### src/include/ddr_if_cfg.svh
// ######################################
// Sizes for the DDR request front end
// Word must be exactly two app beats
// ######################################

`ifndef DDR_IF_CFG_SVH
`define DDR_IF_CFG_SVH

// Request and app address width
`define DDR_ADDR_W 27

// Request word and app beat widths
`define DDR_DATA_W 128
`define DDR_BEAT_W 64   // Two beats per word

// Queue depths, each at least 2
`define DDR_WR_DEPTH  8
`define DDR_RD_DEPTH  8
`define DDR_RET_DEPTH 8 // Also the cap on outstanding reads

`endif

### src/design/ddr_if_pkg.sv
// ######################################
// Shared types for the DDR front end
// Widths come from ddr_if_cfg.svh
// ######################################

`include "ddr_if_cfg.svh"

package ddr_if_pkg;

    // Request address, also used as app_addr
    typedef logic [`DDR_ADDR_W-1:0] addr_t;

    // Full request word
    typedef logic [`DDR_DATA_W-1:0] data_t;

    // One app data beat
    typedef logic [`DDR_BEAT_W-1:0] beat_t;

    // Controller command encoding
    typedef enum logic [2:0] {
        CMD_WRITE = 3'd0,
        CMD_READ  = 3'd1
    } app_cmd_t;

    // Write queue entry
    typedef struct packed {
        addr_t addr;
        data_t data;
    } wr_entry_t;

    // Return buffer entry, address paired with assembled word
    typedef struct packed {
        addr_t addr;
        data_t data;
    } ret_entry_t;

endpackage

### src/design/sync_fifo.sv
// ######################################
// Single clock FIFO, fall-through head
// DEPTH must be 2 or more
// ######################################

`timescale 1ns/1ps

module sync_fifo #(
    parameter type entry_t = logic [7:0],
    parameter int  DEPTH   = 8
) (
    input  logic                       clk,
    input  logic                       rst_n,
    input  logic                       push,      // Ignored when full
    input  entry_t                     push_data,
    input  logic                       pop,       // Ignored when empty
    output entry_t                     head,      // Valid while not_empty
    output logic                       not_empty,
    output logic                       full,
    output logic [$clog2(DEPTH+1)-1:0] count     // Current occupancy
);

    localparam int PW = $clog2(DEPTH);

    entry_t        mem [DEPTH]; // Storage, no reset needed
    logic [PW-1:0] wr_ptr;
    logic [PW-1:0] rd_ptr;
    logic          do_push;
    logic          do_pop;

    // Pointer advance with wrap at DEPTH-1
    function automatic logic [PW-1:0] next_ptr(input logic [PW-1:0] p);
        next_ptr = (p == PW'(DEPTH - 1)) ? '0 : p + 1'b1;
    endfunction

    assign do_push   = push && !full;
    assign do_pop    = pop && not_empty;
    assign not_empty = (count != '0);
    assign full      = (count == DEPTH);
    assign head      = mem[rd_ptr]; // Shown without delay

    // Entry storage
    always_ff @(posedge clk) begin
        if (do_push) begin
            mem[wr_ptr] <= push_data;
        end
    end

    // Pointers and occupancy
    always_ff @(posedge clk or negedge rst_n) begin
        if (!rst_n) begin
            wr_ptr <= '0;
            rd_ptr <= '0;
            count  <= '0;
        end else begin
            if (do_push) begin
                wr_ptr <= next_ptr(wr_ptr);
            end
            if (do_pop) begin
                rd_ptr <= next_ptr(rd_ptr);
            end
            case ({do_push, do_pop})
                2'b10:   count <= count + 1'b1;
                2'b01:   count <= count - 1'b1;
                default: count <= count; // Both or neither
            endcase
        end
    end

endmodule

### src/design/ddr_fifo.sv
// ######################################
// Request queues and read return buffer
// Read data cannot stall, so reads are
// capped at DDR_RET_DEPTH outstanding
// ######################################

`timescale 1ns/1ps
`include "ddr_if_cfg.svh"

module ddr_fifo (
    input  logic              clk,
    input  logic              rst_n,

    // Requester
    input  ddr_if_pkg::addr_t wr_adx_in,
    input  ddr_if_pkg::data_t wr_data_in,
    input  logic              write_req,       // Taken when write_allowed
    output logic              write_allowed,
    output logic              writes_pending,
    input  ddr_if_pkg::addr_t rd_adx_in,
    input  logic              read_req,        // Taken when read_allowed
    output logic              read_allowed,
    output logic              reads_pending,

    // Dispatcher
    output ddr_if_pkg::addr_t wr_adx_out,
    output ddr_if_pkg::data_t wr_data_out,
    output logic              has_wr,
    input  logic              get_wr,          // Pop write head
    output ddr_if_pkg::addr_t rd_adx_out,
    output logic              has_rd,
    input  logic              get_rd,          // Pop read head, goes in flight
    input  logic              write_busy,      // Dispatcher still sending a write

    // App read return
    input  ddr_if_pkg::beat_t app_rd_data,
    input  logic              app_rd_data_valid,

    // Consumer
    output ddr_if_pkg::data_t return_data,
    output ddr_if_pkg::addr_t return_adx,
    output logic              has_return_data,
    input  logic              get_return_data
);

    ddr_if_pkg::wr_entry_t  wq_in;
    ddr_if_pkg::wr_entry_t  wq_head;
    logic                   wq_full;
    logic                   rq_full;
    ddr_if_pkg::addr_t      if_head;     // Oldest in-flight address
    logic                   if_not_empty;
    ddr_if_pkg::ret_entry_t ret_in;
    ddr_if_pkg::ret_entry_t ret_head;
    logic                   rd_accept;
    logic                   ret_pop;
    logic                   beat_hi;     // Next beat is the high half
    logic                   second_beat;
    ddr_if_pkg::beat_t      low_beat_q;  // Held low half of a read word
    logic [$clog2(`DDR_RET_DEPTH+1)-1:0] rd_outstanding;

    assign rd_accept   = read_req && read_allowed;
    assign ret_pop     = get_return_data && has_return_data;
    assign second_beat = app_rd_data_valid && beat_hi;

    // Write requests
    assign wq_in         = '{addr: wr_adx_in, data: wr_data_in};
    assign write_allowed = !wq_full;
    assign wr_adx_out    = wq_head.addr;
    assign wr_data_out   = wq_head.data;
    assign writes_pending = has_wr || write_busy;

    sync_fifo #(
        .entry_t (ddr_if_pkg::wr_entry_t),
        .DEPTH   (`DDR_WR_DEPTH)
    ) wr_queue (
        .clk       (clk),
        .rst_n     (rst_n),
        .push      (write_req && write_allowed),
        .push_data (wq_in),
        .pop       (get_wr),
        .head      (wq_head),
        .not_empty (has_wr),
        .full      (wq_full),
        .count     ()
    );

    // Read requests waiting for dispatch
    sync_fifo #(
        .entry_t (ddr_if_pkg::addr_t),
        .DEPTH   (`DDR_RD_DEPTH)
    ) rd_queue (
        .clk       (clk),
        .rst_n     (rst_n),
        .push      (rd_accept),
        .push_data (rd_adx_in),
        .pop       (get_rd),
        .head      (rd_adx_out),
        .not_empty (has_rd),
        .full      (rq_full),
        .count     ()
    );

    // Addresses of issued reads, in command order
    sync_fifo #(
        .entry_t (ddr_if_pkg::addr_t),
        .DEPTH   (`DDR_RET_DEPTH)
    ) inflight_queue (
        .clk       (clk),
        .rst_n     (rst_n),
        .push      (get_rd),          // Same cycle as the read pop
        .push_data (rd_adx_out),
        .pop       (second_beat),
        .head      (if_head),
        .not_empty (if_not_empty),
        .full      (),                // Bounded by rd_outstanding
        .count     ()
    );

    assign reads_pending = has_rd || if_not_empty;

    // Low beat first, then high beat completes the word
    always_ff @(posedge clk or negedge rst_n) begin
        if (!rst_n) begin
            beat_hi <= 1'b0;
        end else if (app_rd_data_valid) begin
            beat_hi <= !beat_hi;
        end
    end

    always_ff @(posedge clk) begin
        if (app_rd_data_valid && !beat_hi) begin
            low_beat_q <= app_rd_data;
        end
    end

    assign ret_in = '{addr: if_head, data: {app_rd_data, low_beat_q}};

    // Completed words waiting for the consumer
    sync_fifo #(
        .entry_t (ddr_if_pkg::ret_entry_t),
        .DEPTH   (`DDR_RET_DEPTH)
    ) ret_buffer (
        .clk       (clk),
        .rst_n     (rst_n),
        .push      (second_beat),
        .push_data (ret_in),
        .pop       (get_return_data), // Empty pop ignored inside
        .head      (ret_head),
        .not_empty (has_return_data),
        .full      (),                // Never reached, see read_allowed
        .count     ()
    );

    assign return_data = ret_head.data;
    assign return_adx  = ret_head.addr;

    // Reads from acceptance until the consumer pops them
    always_ff @(posedge clk or negedge rst_n) begin
        if (!rst_n) begin
            rd_outstanding <= '0;
        end else begin
            case ({rd_accept, ret_pop})
                2'b10:   rd_outstanding <= rd_outstanding + 1'b1;
                2'b01:   rd_outstanding <= rd_outstanding - 1'b1;
                default: rd_outstanding <= rd_outstanding;
            endcase
        end
    end

    assign read_allowed = !rq_full && (rd_outstanding < `DDR_RET_DEPTH);

endmodule

### src/design/fifo_to_app.sv
// ######################################
// Queue to app interface dispatcher
// Writes and reads alternate when both
// wait, write first after reset
// ######################################

`timescale 1ns/1ps
`include "ddr_if_cfg.svh"

module fifo_to_app (
    input  logic                 clk,
    input  logic                 rst_n,

    // Queue side
    input  logic                 has_wr,
    input  ddr_if_pkg::addr_t    wr_adx_in,
    input  ddr_if_pkg::data_t    wr_data_in,
    output logic                 get_wr,      // Pulse on write command accept
    input  logic                 has_rd,
    input  ddr_if_pkg::addr_t    rd_adx_in,
    output logic                 get_rd,      // Pulse on read command accept
    output logic                 write_busy,

    // Controller app interface
    output ddr_if_pkg::addr_t    app_addr,
    output ddr_if_pkg::app_cmd_t app_cmd,
    output logic                 app_en,
    input  logic                 app_rdy,
    output ddr_if_pkg::beat_t    app_wdf_data,
    output logic                 app_wdf_wren,
    output logic                 app_wdf_end,
    input  logic                 app_wdf_rdy
);

    typedef enum logic [1:0] {
        ST_IDLE,  // Waiting for a request
        ST_CMD,   // app_en held until app_rdy
        ST_LOW,   // Low write beat
        ST_HIGH   // High write beat, app_wdf_end
    } state_t;

    state_t               state;
    logic                 last_wr;    // Last grant went to a write
    logic                 pick_wr;
    logic                 pick_rd;
    logic                 cmd_done;
    logic                 beat_done;
    ddr_if_pkg::app_cmd_t cmd_q;
    ddr_if_pkg::addr_t    addr_q;
    ddr_if_pkg::data_t    data_q;     // Word kept after the queue pops

    // Alternate only when both sides wait
    assign pick_wr = has_wr && (!has_rd || !last_wr);
    assign pick_rd = has_rd && !pick_wr;

    assign cmd_done  = (state == ST_CMD) && app_rdy;
    assign beat_done = app_wdf_wren && app_wdf_rdy;

    always_ff @(posedge clk or negedge rst_n) begin
        if (!rst_n) begin
            state   <= ST_IDLE;
            last_wr <= 1'b0;
            cmd_q   <= ddr_if_pkg::CMD_WRITE;
        end else begin
            case (state)
                ST_IDLE: begin
                    if (pick_wr || pick_rd) begin
                        state   <= ST_CMD;
                        last_wr <= pick_wr;
                        cmd_q   <= pick_wr ? ddr_if_pkg::CMD_WRITE : ddr_if_pkg::CMD_READ;
                    end
                end
                ST_CMD: begin
                    if (cmd_done) begin // Reads finish here
                        state <= (cmd_q == ddr_if_pkg::CMD_WRITE) ? ST_LOW : ST_IDLE;
                    end
                end
                ST_LOW: begin
                    if (beat_done) begin
                        state <= ST_HIGH;
                    end
                end
                ST_HIGH: begin
                    if (beat_done) begin
                        state <= ST_IDLE;
                    end
                end
                default: state <= ST_IDLE;
            endcase
        end
    end

    // Address and word captured at grant
    always_ff @(posedge clk) begin
        if (state == ST_IDLE && (pick_wr || pick_rd)) begin
            addr_q <= pick_wr ? wr_adx_in : rd_adx_in;
            data_q <= wr_data_in;
        end
    end

    // Queue pops follow command acceptance
    assign get_wr = cmd_done && (cmd_q == ddr_if_pkg::CMD_WRITE);
    assign get_rd = cmd_done && (cmd_q == ddr_if_pkg::CMD_READ);

    assign write_busy = (state == ST_LOW) || (state == ST_HIGH)
                     || ((state == ST_CMD) && (cmd_q == ddr_if_pkg::CMD_WRITE));

    // App outputs come straight from state and captured payload
    assign app_en       = (state == ST_CMD);
    assign app_cmd      = cmd_q;
    assign app_addr     = addr_q;
    assign app_wdf_wren = (state == ST_LOW) || (state == ST_HIGH);
    assign app_wdf_end  = (state == ST_HIGH);
    assign app_wdf_data = (state == ST_HIGH) ? data_q[2*`DDR_BEAT_W-1:`DDR_BEAT_W]
                                             : data_q[`DDR_BEAT_W-1:0];

endmodule

### src/design/ddr_memory_interface.sv
// ######################################
// Front end top, one clock domain
// DDR controller sits outside on app_*
// app_rd_data_end is not used
// ######################################

`timescale 1ns/1ps

module ddr_memory_interface (
    input  logic                 clk,
    input  logic                 rst_n,

    // Requester
    input  ddr_if_pkg::addr_t    wr_adx_in,
    input  ddr_if_pkg::data_t    wr_data_in,
    input  logic                 write_req,
    output logic                 write_allowed,
    output logic                 writes_pending,
    input  ddr_if_pkg::addr_t    rd_adx_in,
    input  logic                 read_req,
    output logic                 read_allowed,
    output logic                 reads_pending,

    // Consumer
    output ddr_if_pkg::data_t    rd_data_return,
    output ddr_if_pkg::addr_t    rd_adx_return,
    output logic                 has_return_data,
    input  logic                 get_return_data,

    // Controller app interface
    output ddr_if_pkg::addr_t    app_addr,
    output ddr_if_pkg::app_cmd_t app_cmd,
    output logic                 app_en,
    input  logic                 app_rdy,
    output ddr_if_pkg::beat_t    app_wdf_data,
    output logic                 app_wdf_wren,
    output logic                 app_wdf_end,
    input  logic                 app_wdf_rdy,
    input  ddr_if_pkg::beat_t    app_rd_data,
    input  logic                 app_rd_data_valid,
    input  logic                 app_rd_data_end   // Beat count kept internally
);

    ddr_if_pkg::addr_t disp_wr_adx;
    ddr_if_pkg::data_t disp_wr_data;
    logic              disp_has_wr;
    logic              disp_get_wr;
    ddr_if_pkg::addr_t disp_rd_adx;
    logic              disp_has_rd;
    logic              disp_get_rd;
    logic              disp_write_busy;

    // Queues and return buffer
    ddr_fifo req_receiving (
        .clk, .rst_n,
        .wr_adx_in, .wr_data_in, .write_req, .write_allowed, .writes_pending,
        .rd_adx_in, .read_req, .read_allowed, .reads_pending,
        .wr_adx_out        (disp_wr_adx),
        .wr_data_out       (disp_wr_data),
        .has_wr            (disp_has_wr),
        .get_wr            (disp_get_wr),
        .rd_adx_out        (disp_rd_adx),
        .has_rd            (disp_has_rd),
        .get_rd            (disp_get_rd),
        .write_busy        (disp_write_busy),
        .app_rd_data, .app_rd_data_valid,
        .return_data       (rd_data_return),
        .return_adx        (rd_adx_return),
        .has_return_data, .get_return_data
    );

    // Commands and write beats to the controller
    fifo_to_app req_dispatch (
        .clk, .rst_n,
        .has_wr            (disp_has_wr),
        .wr_adx_in         (disp_wr_adx),
        .wr_data_in        (disp_wr_data),
        .get_wr            (disp_get_wr),
        .has_rd            (disp_has_rd),
        .rd_adx_in         (disp_rd_adx),
        .get_rd            (disp_get_rd),
        .write_busy        (disp_write_busy),
        .app_addr, .app_cmd, .app_en, .app_rdy,
        .app_wdf_data, .app_wdf_wren, .app_wdf_end, .app_wdf_rdy
    );

endmodule

### config.mk
export PLATFORM = sky130hd
export DESIGN_NAME = ddr_memory_interface
export DESIGN_NICKNAME = d
export VERILOG_FILES = /design/src/design/ddr_if_pkg.sv /design/src/design/sync_fifo.sv /design/src/design/ddr_fifo.sv /design/src/design/fifo_to_app.sv /design/src/design/ddr_memory_interface.sv
export VERILOG_INCLUDE_DIRS = /design/src /design/src/include
export SDC_FILE = /design/constraint.sdc
export NUM_CORES = 2
export LEC_CHECK = 0
export BUFFER_PORTS_ARGS = -buffer_cell sky130_fd_sc_hd__buf_2
export CORE_AREA = 2 2 520 522
export DETAILED_ROUTE_END_ITERATION = 8
export DIE_AREA = 0 0 522 524
export GPL_ROUTABILITY_DRIVEN = 0
export PLACE_DENSITY_LB_ADDON = 0.15
export SETUP_SLACK_MARGIN = 0.5
export SYNTH_ARGS = -nofsm -noshare
export SYNTH_HDL_FRONTEND = slang
export SYNTH_SLANG_ARGS = --single-unit
export TNS_END_PERCENT = 50
### constraint.sdc
create_clock -name clk -period 27.5 [get_ports clk]
set_clock_uncertainty 0.2 [all_clocks]
set_input_delay 2.75 -clock clk [delete_from_list [all_inputs] [get_ports clk]]
set_output_delay 2.75 -clock clk [all_outputs]
set_load 0.02 [all_outputs]
* Word-level counts from Yosys, hierarchy flattened
Memory sizes are Yosys's and may differ from the RTL's. Index checks and enable logic that the tools add are counted.
Operators by class: mux-type cells 30, add/sub/neg operators 18, equality and inequality tests 30, reductions and logical operators 48, order comparisons 1
Operators with widths (count):
- two-way mux 64 bit | 1
- case mux 4 bit (2 select lines) | 5
- two-way mux 27 bit | 1
- adder 3 x 1 -> 3 bit (second input constant) | 8
- == test 3 bit (second input constant) | 8
- two-way mux 3 bit | 8
- logical AND 1 bit | 21
- adder 4 x 1 -> 4 bit (second input constant) | 5
- subtractor 4 x 1 -> 4 bit (second input constant) | 5
- == test 4 bit (second input constant) | 4
- nonzero test 4 bit | 4
- == test 2 bit (second input constant) | 7
- == test 2 x 1 -> 1 bit (second input constant) | 6
- two-way mux 2 bit | 5
- nonzero test 2 bit | 5
- two-way mux 1 bit | 9
- zero test 1 bit | 8
- != test 2 x 1 -> 1 bit (second input constant) | 4
- case mux 2 bit (4 select lines) | 1
- logical OR 1 bit | 6
- < comparator 4 bit (second input constant) | 1
- AND reduction 4 bit | 1
- == test 3 x 1 -> 1 bit (second input constant) | 1
- zero test 3 bit | 1
- 2 further kinds | 2
Word-level totals: memories 4, memory bits (writable) 2912, word-level logic and storage cells 151, bits in registers 270
Memory list:
- req_receiving.ret_buffer.mem | words 8, bits a word 155, rd ports 1, clocked after Yosys merged registers in 0, wr ports 1, RTL line sync_fifo.sv:25 | entry_t mem [DEPTH];
- req_receiving.wr_queue.mem | words 8, bits a word 155, rd ports 1, clocked after Yosys merged registers in 0, wr ports 1, RTL line sync_fifo.sv:25
- req_receiving.inflight_queue.mem | words 8, bits a word 27, rd ports 1, clocked after Yosys merged registers in 0, wr ports 1, RTL line sync_fifo.sv:25
- req_receiving.rd_queue.mem | words 8, bits a word 27, rd ports 1, clocked after Yosys merged registers in 0, wr ports 1, RTL line sync_fifo.sv:25

* Longest topological paths before layout
depth after elaboration 9, gate-level depth with buffers 12, depth with buffers taken out 11

* Hierarchy
From an unflattened synthesis, not the netlist that was laid out.
Second synthesis, totals: cells, all modules 4859, area total of the unflattened synthesis 121486.5 µm²
Modules (own cells, without submodules):
- sync_fifo (req_receiving.ret_buffer ...) | times used 2, cells each 1859, area each 47724.5 µm²
- sync_fifo (req_receiving.inflight_queue ...) | times used 2, cells each 375, area each 8750.9 µm²
- fifo_to_app | times used 1, cells each 288, area each 6234.7 µm²
- ddr_fifo | times used 1, cells each 103, area each 2301.0 µm²

* Least setup slack after synthesis
No wires, ideal clock.
kind input port to flip-flop, start point in app_rd_data_valid, end point mem req_receiving.ret_buffer.mem[0][0] (netlist name), enable pin, cell stages on the path 4, arrival time 17921 ps, slack 8328 ps, data required time 26249 ps, path buffers 0, cell sequence nand2_1 > a21oi_1 > clkinv_1 > nor4_1
On the way: longest elaborated chain between the ends 4
RTL lines:
- start, declared | RTL line ddr_memory_interface.sv:40 | input logic app_rd_data_valid,
- logical AND 1 bit | RTL line ddr_fifo.sv:63 | assign second_beat = app_rd_data_valid && beat_hi;
- logical AND 1 bit | RTL line sync_fifo.sv:36 | assign do_push = push && !full;
- two-way mux 1 bit | RTL line sync_fifo.sv:44 | if (do_push) begin
- two-way mux 1 bit (implied by the code) | RTL line sync_fifo.sv:45 | mem[wr_ptr] <= push_data;
- end, declared | RTL line sync_fifo.sv:25
Every way passes these cells.

* Final worst setup path
start point reg req_receiving.ret_buffer.rd_ptr[1], end point out rd_data_return[42]
On the way: longest elaborated chain between the ends 1
RTL lines:
- start, declared | RTL line sync_fifo.sv:27 | logic [PW-1:0] rd_ptr;
- start signal, assigned | RTL line sync_fifo.sv:60 | rd_ptr <= next_ptr(rd_ptr);
- memory (8 x 155 bit)
- end, declared | RTL line ddr_memory_interface.sv:25 | output ddr_if_pkg::data_t rd_data_return,
Every way passes these cells.

==> out/metrics.cfg <==
[status]
status = finished clean

[clock_network]
cts_setup_buffers = 0
htreeDepth = 5
clock_sinks = 3180
clk_path_buf_depth = 4
root_buffer = clkbuf_16
cts_tree = built
cts-hold-fix-buffers = 0
cts_made_buffers = 338
clk_pin_slew_worst_paths_ns = 0.06
ctsResizeCount = 0
worstSkewPairLatency_ns = 0.86

[synth]
yosys_warnings = 0
ys_top_cells_by_area = edfxtp_1, mux4_2, mux2_2, dfrtp_1, buf_6
synth_top_area_share = 0.784
synth_cells = 4873
ys_seq_area_frac = 0.794
yosys_register_bits = 3180
syn_avg_cell_area_um2 = 24.6
synth-edff-count = 3131
async_reset_ff_frac = 0.0154
yosys_most_used_dff = edfxtp_1
synth_top_area_cell = edfxtp_1
yosysUniqueCellTypes = 49
synth.cell_area_um2 = 120000

[route]
drc = 0
wl_per_cell_um = 27.6
first_iter_violations = 3892
wl_um = 260000
viasPerCell = 5.57
vias = 52500
drtPass1Iterations = 5
drtAntennaViolNets = 0

[worst_setup_path]
ff2ff_setup_slack_ns = 23.18
cp-end-kind = primary output
ff2ff_path_depth = 7
critical_path_arrival_ns = 5.78
rr_startpoint = req_receiving.beat_hi$_DFFE_PN0P_
worstPathRequired_ns = 24.55
path_max_fanout = 53
startpoint_type = register
rr_endpoint = req_receiving.ret_buffer.mem[2][103]$_DFFE_PP_
crit_type = register to primary output

[layout]
layout_commonest_cell = edfxtp_1
layout_common_cells = edfxtp_1, mux4_2, buf_2
finish.utilization = 0.513
drive_gt1_frac = 0.384
area_growth_pct = 14.5
final_nets = 5879
nFillCells = 20900

[power_and_ir_drop]
leakage_nw = 43.8
p_total_mw = 15.3
peakVddDrop_uv = 86.3
power.density_nw_per_um2 = 111

[timing]
setup-tns-final_ns = 0
fin_crit_sh = 0.318
fin_crit_ns = 8.73
drv_slew = 0
max_freq_ghz = 0.115
rsz0062_at_grt = false
hold_violations = 0
tightest_slew_ns = 1.13
setup_violations = 0
relSlewSlack = 0.250

[floorplan]
rows = 190
initial_utilization = 0.448
io_pins = 512
die_y_um = 524
fp.dieW_um = 522
die_area_um2 = 274000
core_area_um2 = 267000

[grt]
grt_pass1_vias = 54800
overflow = 0
track_usage = 0.189
grt_pass1_wl_um = 376000
grt_antenna_before_repair = 100
grt_max_degree = 133

[flow_run]
cap_violations = 0

[place]
hpwl_um = 138000
io_buffers = 508

[hold_path]
holdPathStages = 1
hold_start = req_receiving.rd_outstanding[2]$_DFFE_PN0P_
hold_path_end = req_receiving.rd_outstanding[2]$_DFFE_PN0P_
holdCritPathClass = register to register

Yosys cell counts (2+ instances only):
library cell  instances
a2111oi_0             3
a211o_1               2
a21o_1                6
a21oi_1              11
buf_1                33
buf_2                34
buf_4                 9
buf_6                66
clkbuf_1             83
dfrtp_1              49
edfxtp_1           3131
ha_1                 31
inv_1                11
mux2_2              416
mux2i_1              29
mux4_2              728
nand2_1              60
nand2b_1             14
nand3_1               5
nand3b_1              5
nand4b_1              2
nor2_1               19
nor2b_1               3
nor3_1               27
nor3b_1               4
nor4_1               10
nor4b_1               4
o21ai_0               8
o21ai_1              27
or4_1                 2
xnor2_1               9
xor2_1               15
how the worst max path moves through the flow:
stage	from	end	slack, ns	cells after the start
floorplan	app_rd_data_valid	req_receiving.ret_buffer.mem[0][0]$_DFFE_PP_	8.33	4
global placement	req_receiving.ret_buffer.rd_ptr[1]$_DFFE_PN0P_	rd_data_return[37]	19.51	7
detailed placement	req_receiving.ret_buffer.rd_ptr[1]$_DFFE_PN0P_	rd_data_return[42]	19.54	7
CTS	req_receiving.ret_buffer.rd_ptr[1]$_DFFE_PN0P_	rd_data_return[42]	18.58	7
global route	req_receiving.ret_buffer.rd_ptr[1]$_DFFE_PN0P_	rd_data_return[37]	18.48	7
finish	req_receiving.ret_buffer.rd_ptr[1]$_DFFE_PN0P_	rd_data_return[42]	18.77	7
critical path: stages, from the launching register on:
cell and delay [ns]:
dfrtp_4 0.90, buf_4 0.73, buf_4 0.69, buf_4 0.67
buf_4 0.75, mux4_2 0.43, mux2_2 0.32, buf_2 0.17
per-layer routing:
metal  wire [um]  GRT usage
met1      109000      0.256
met2      124000      0.301
met3       19900     0.0522
met4        6670     0.0525
met5         642          0
cell type report:
class                      instances  area (um^2)  area share
sequential                      3180        95300       0.694
multi-input combinational       1455        23400       0.170
clock buffer                     425         8900      0.0648
tap                             3552         4440      0.0324
timing repair buffer             604         3460      0.0252
clock inverter                   174         1650      0.0120
antenna                           25         62.6    0.000456
inverter                          13         48.8    0.000356
sequential cells by signal, indices dropped and copies added, names as in the netlist, 3 cells and up, named ones only:
| name | count |
|---|---|
| req_receiving.wr_queue.wr_ptr | 3 |
| req_receiving.wr_queue.rd_ptr | 3 |
| req_receiving.inflight_queue.rd_ptr | 3 |
| req_receiving.ret_buffer.wr_ptr | 3 |
| req_receiving.wr_queue.mem | 1240 |
| req_receiving.ret_buffer.mem | 1240 |
| req_receiving.rd_queue.mem | 216 |
| req_receiving.low_beat_q | 64 |
| req_receiving.inflight_queue.count | 4 |
| req_receiving.inflight_queue.wr_ptr | 3 |
| req_dispatch.data_q | 128 |
| req_dispatch.app_addr | 27 |
| req_receiving.inflight_queue.mem | 216 |
| req_receiving.wr_queue.count | 4 |
| req_receiving.rd_queue.wr_ptr | 3 |
| req_receiving.rd_queue.count | 4 |
| req_receiving.ret_buffer.rd_ptr | 3 |
| req_receiving.rd_outstanding | 4 |
| req_receiving.ret_buffer.count | 4 |
| req_receiving.rd_queue.rd_ptr | 3 |
per-stage QoR:
stage	instance area, um^2	hold slack, ns	setup slack (ns)	instances
floorplan	120000	0.261	8.33	4874
global placement	127000	0.305	19.51	8804
detailed placement	127000	0.312	19.54	8804
CTS	137000	0.318	18.58	9403
global route	137000	0.330	18.48	9410
finish	137000	0.312	18.77	9428
power by group:
| part | total (mW) | switching, mW | internal, mW |
|---|---|---|---|
| combinational | 4.28 | 2.47 | 1.81 |
| clock | 4.35 | 1.81 | 2.54 |
| sequential | 6.65 | 0.339 | 6.31 |
cell families after synthesis:
kind of cell    synth area share
xor+xnor                 0.00175
simple gates             0.00677
compound gates           0.00300
flops                      0.794
fa+ha+maj                0.00340
buf+inv                   0.0123
other cells            0.0000313
mux                        0.178
No activity file was read; power rests on OpenSTA's default activity.
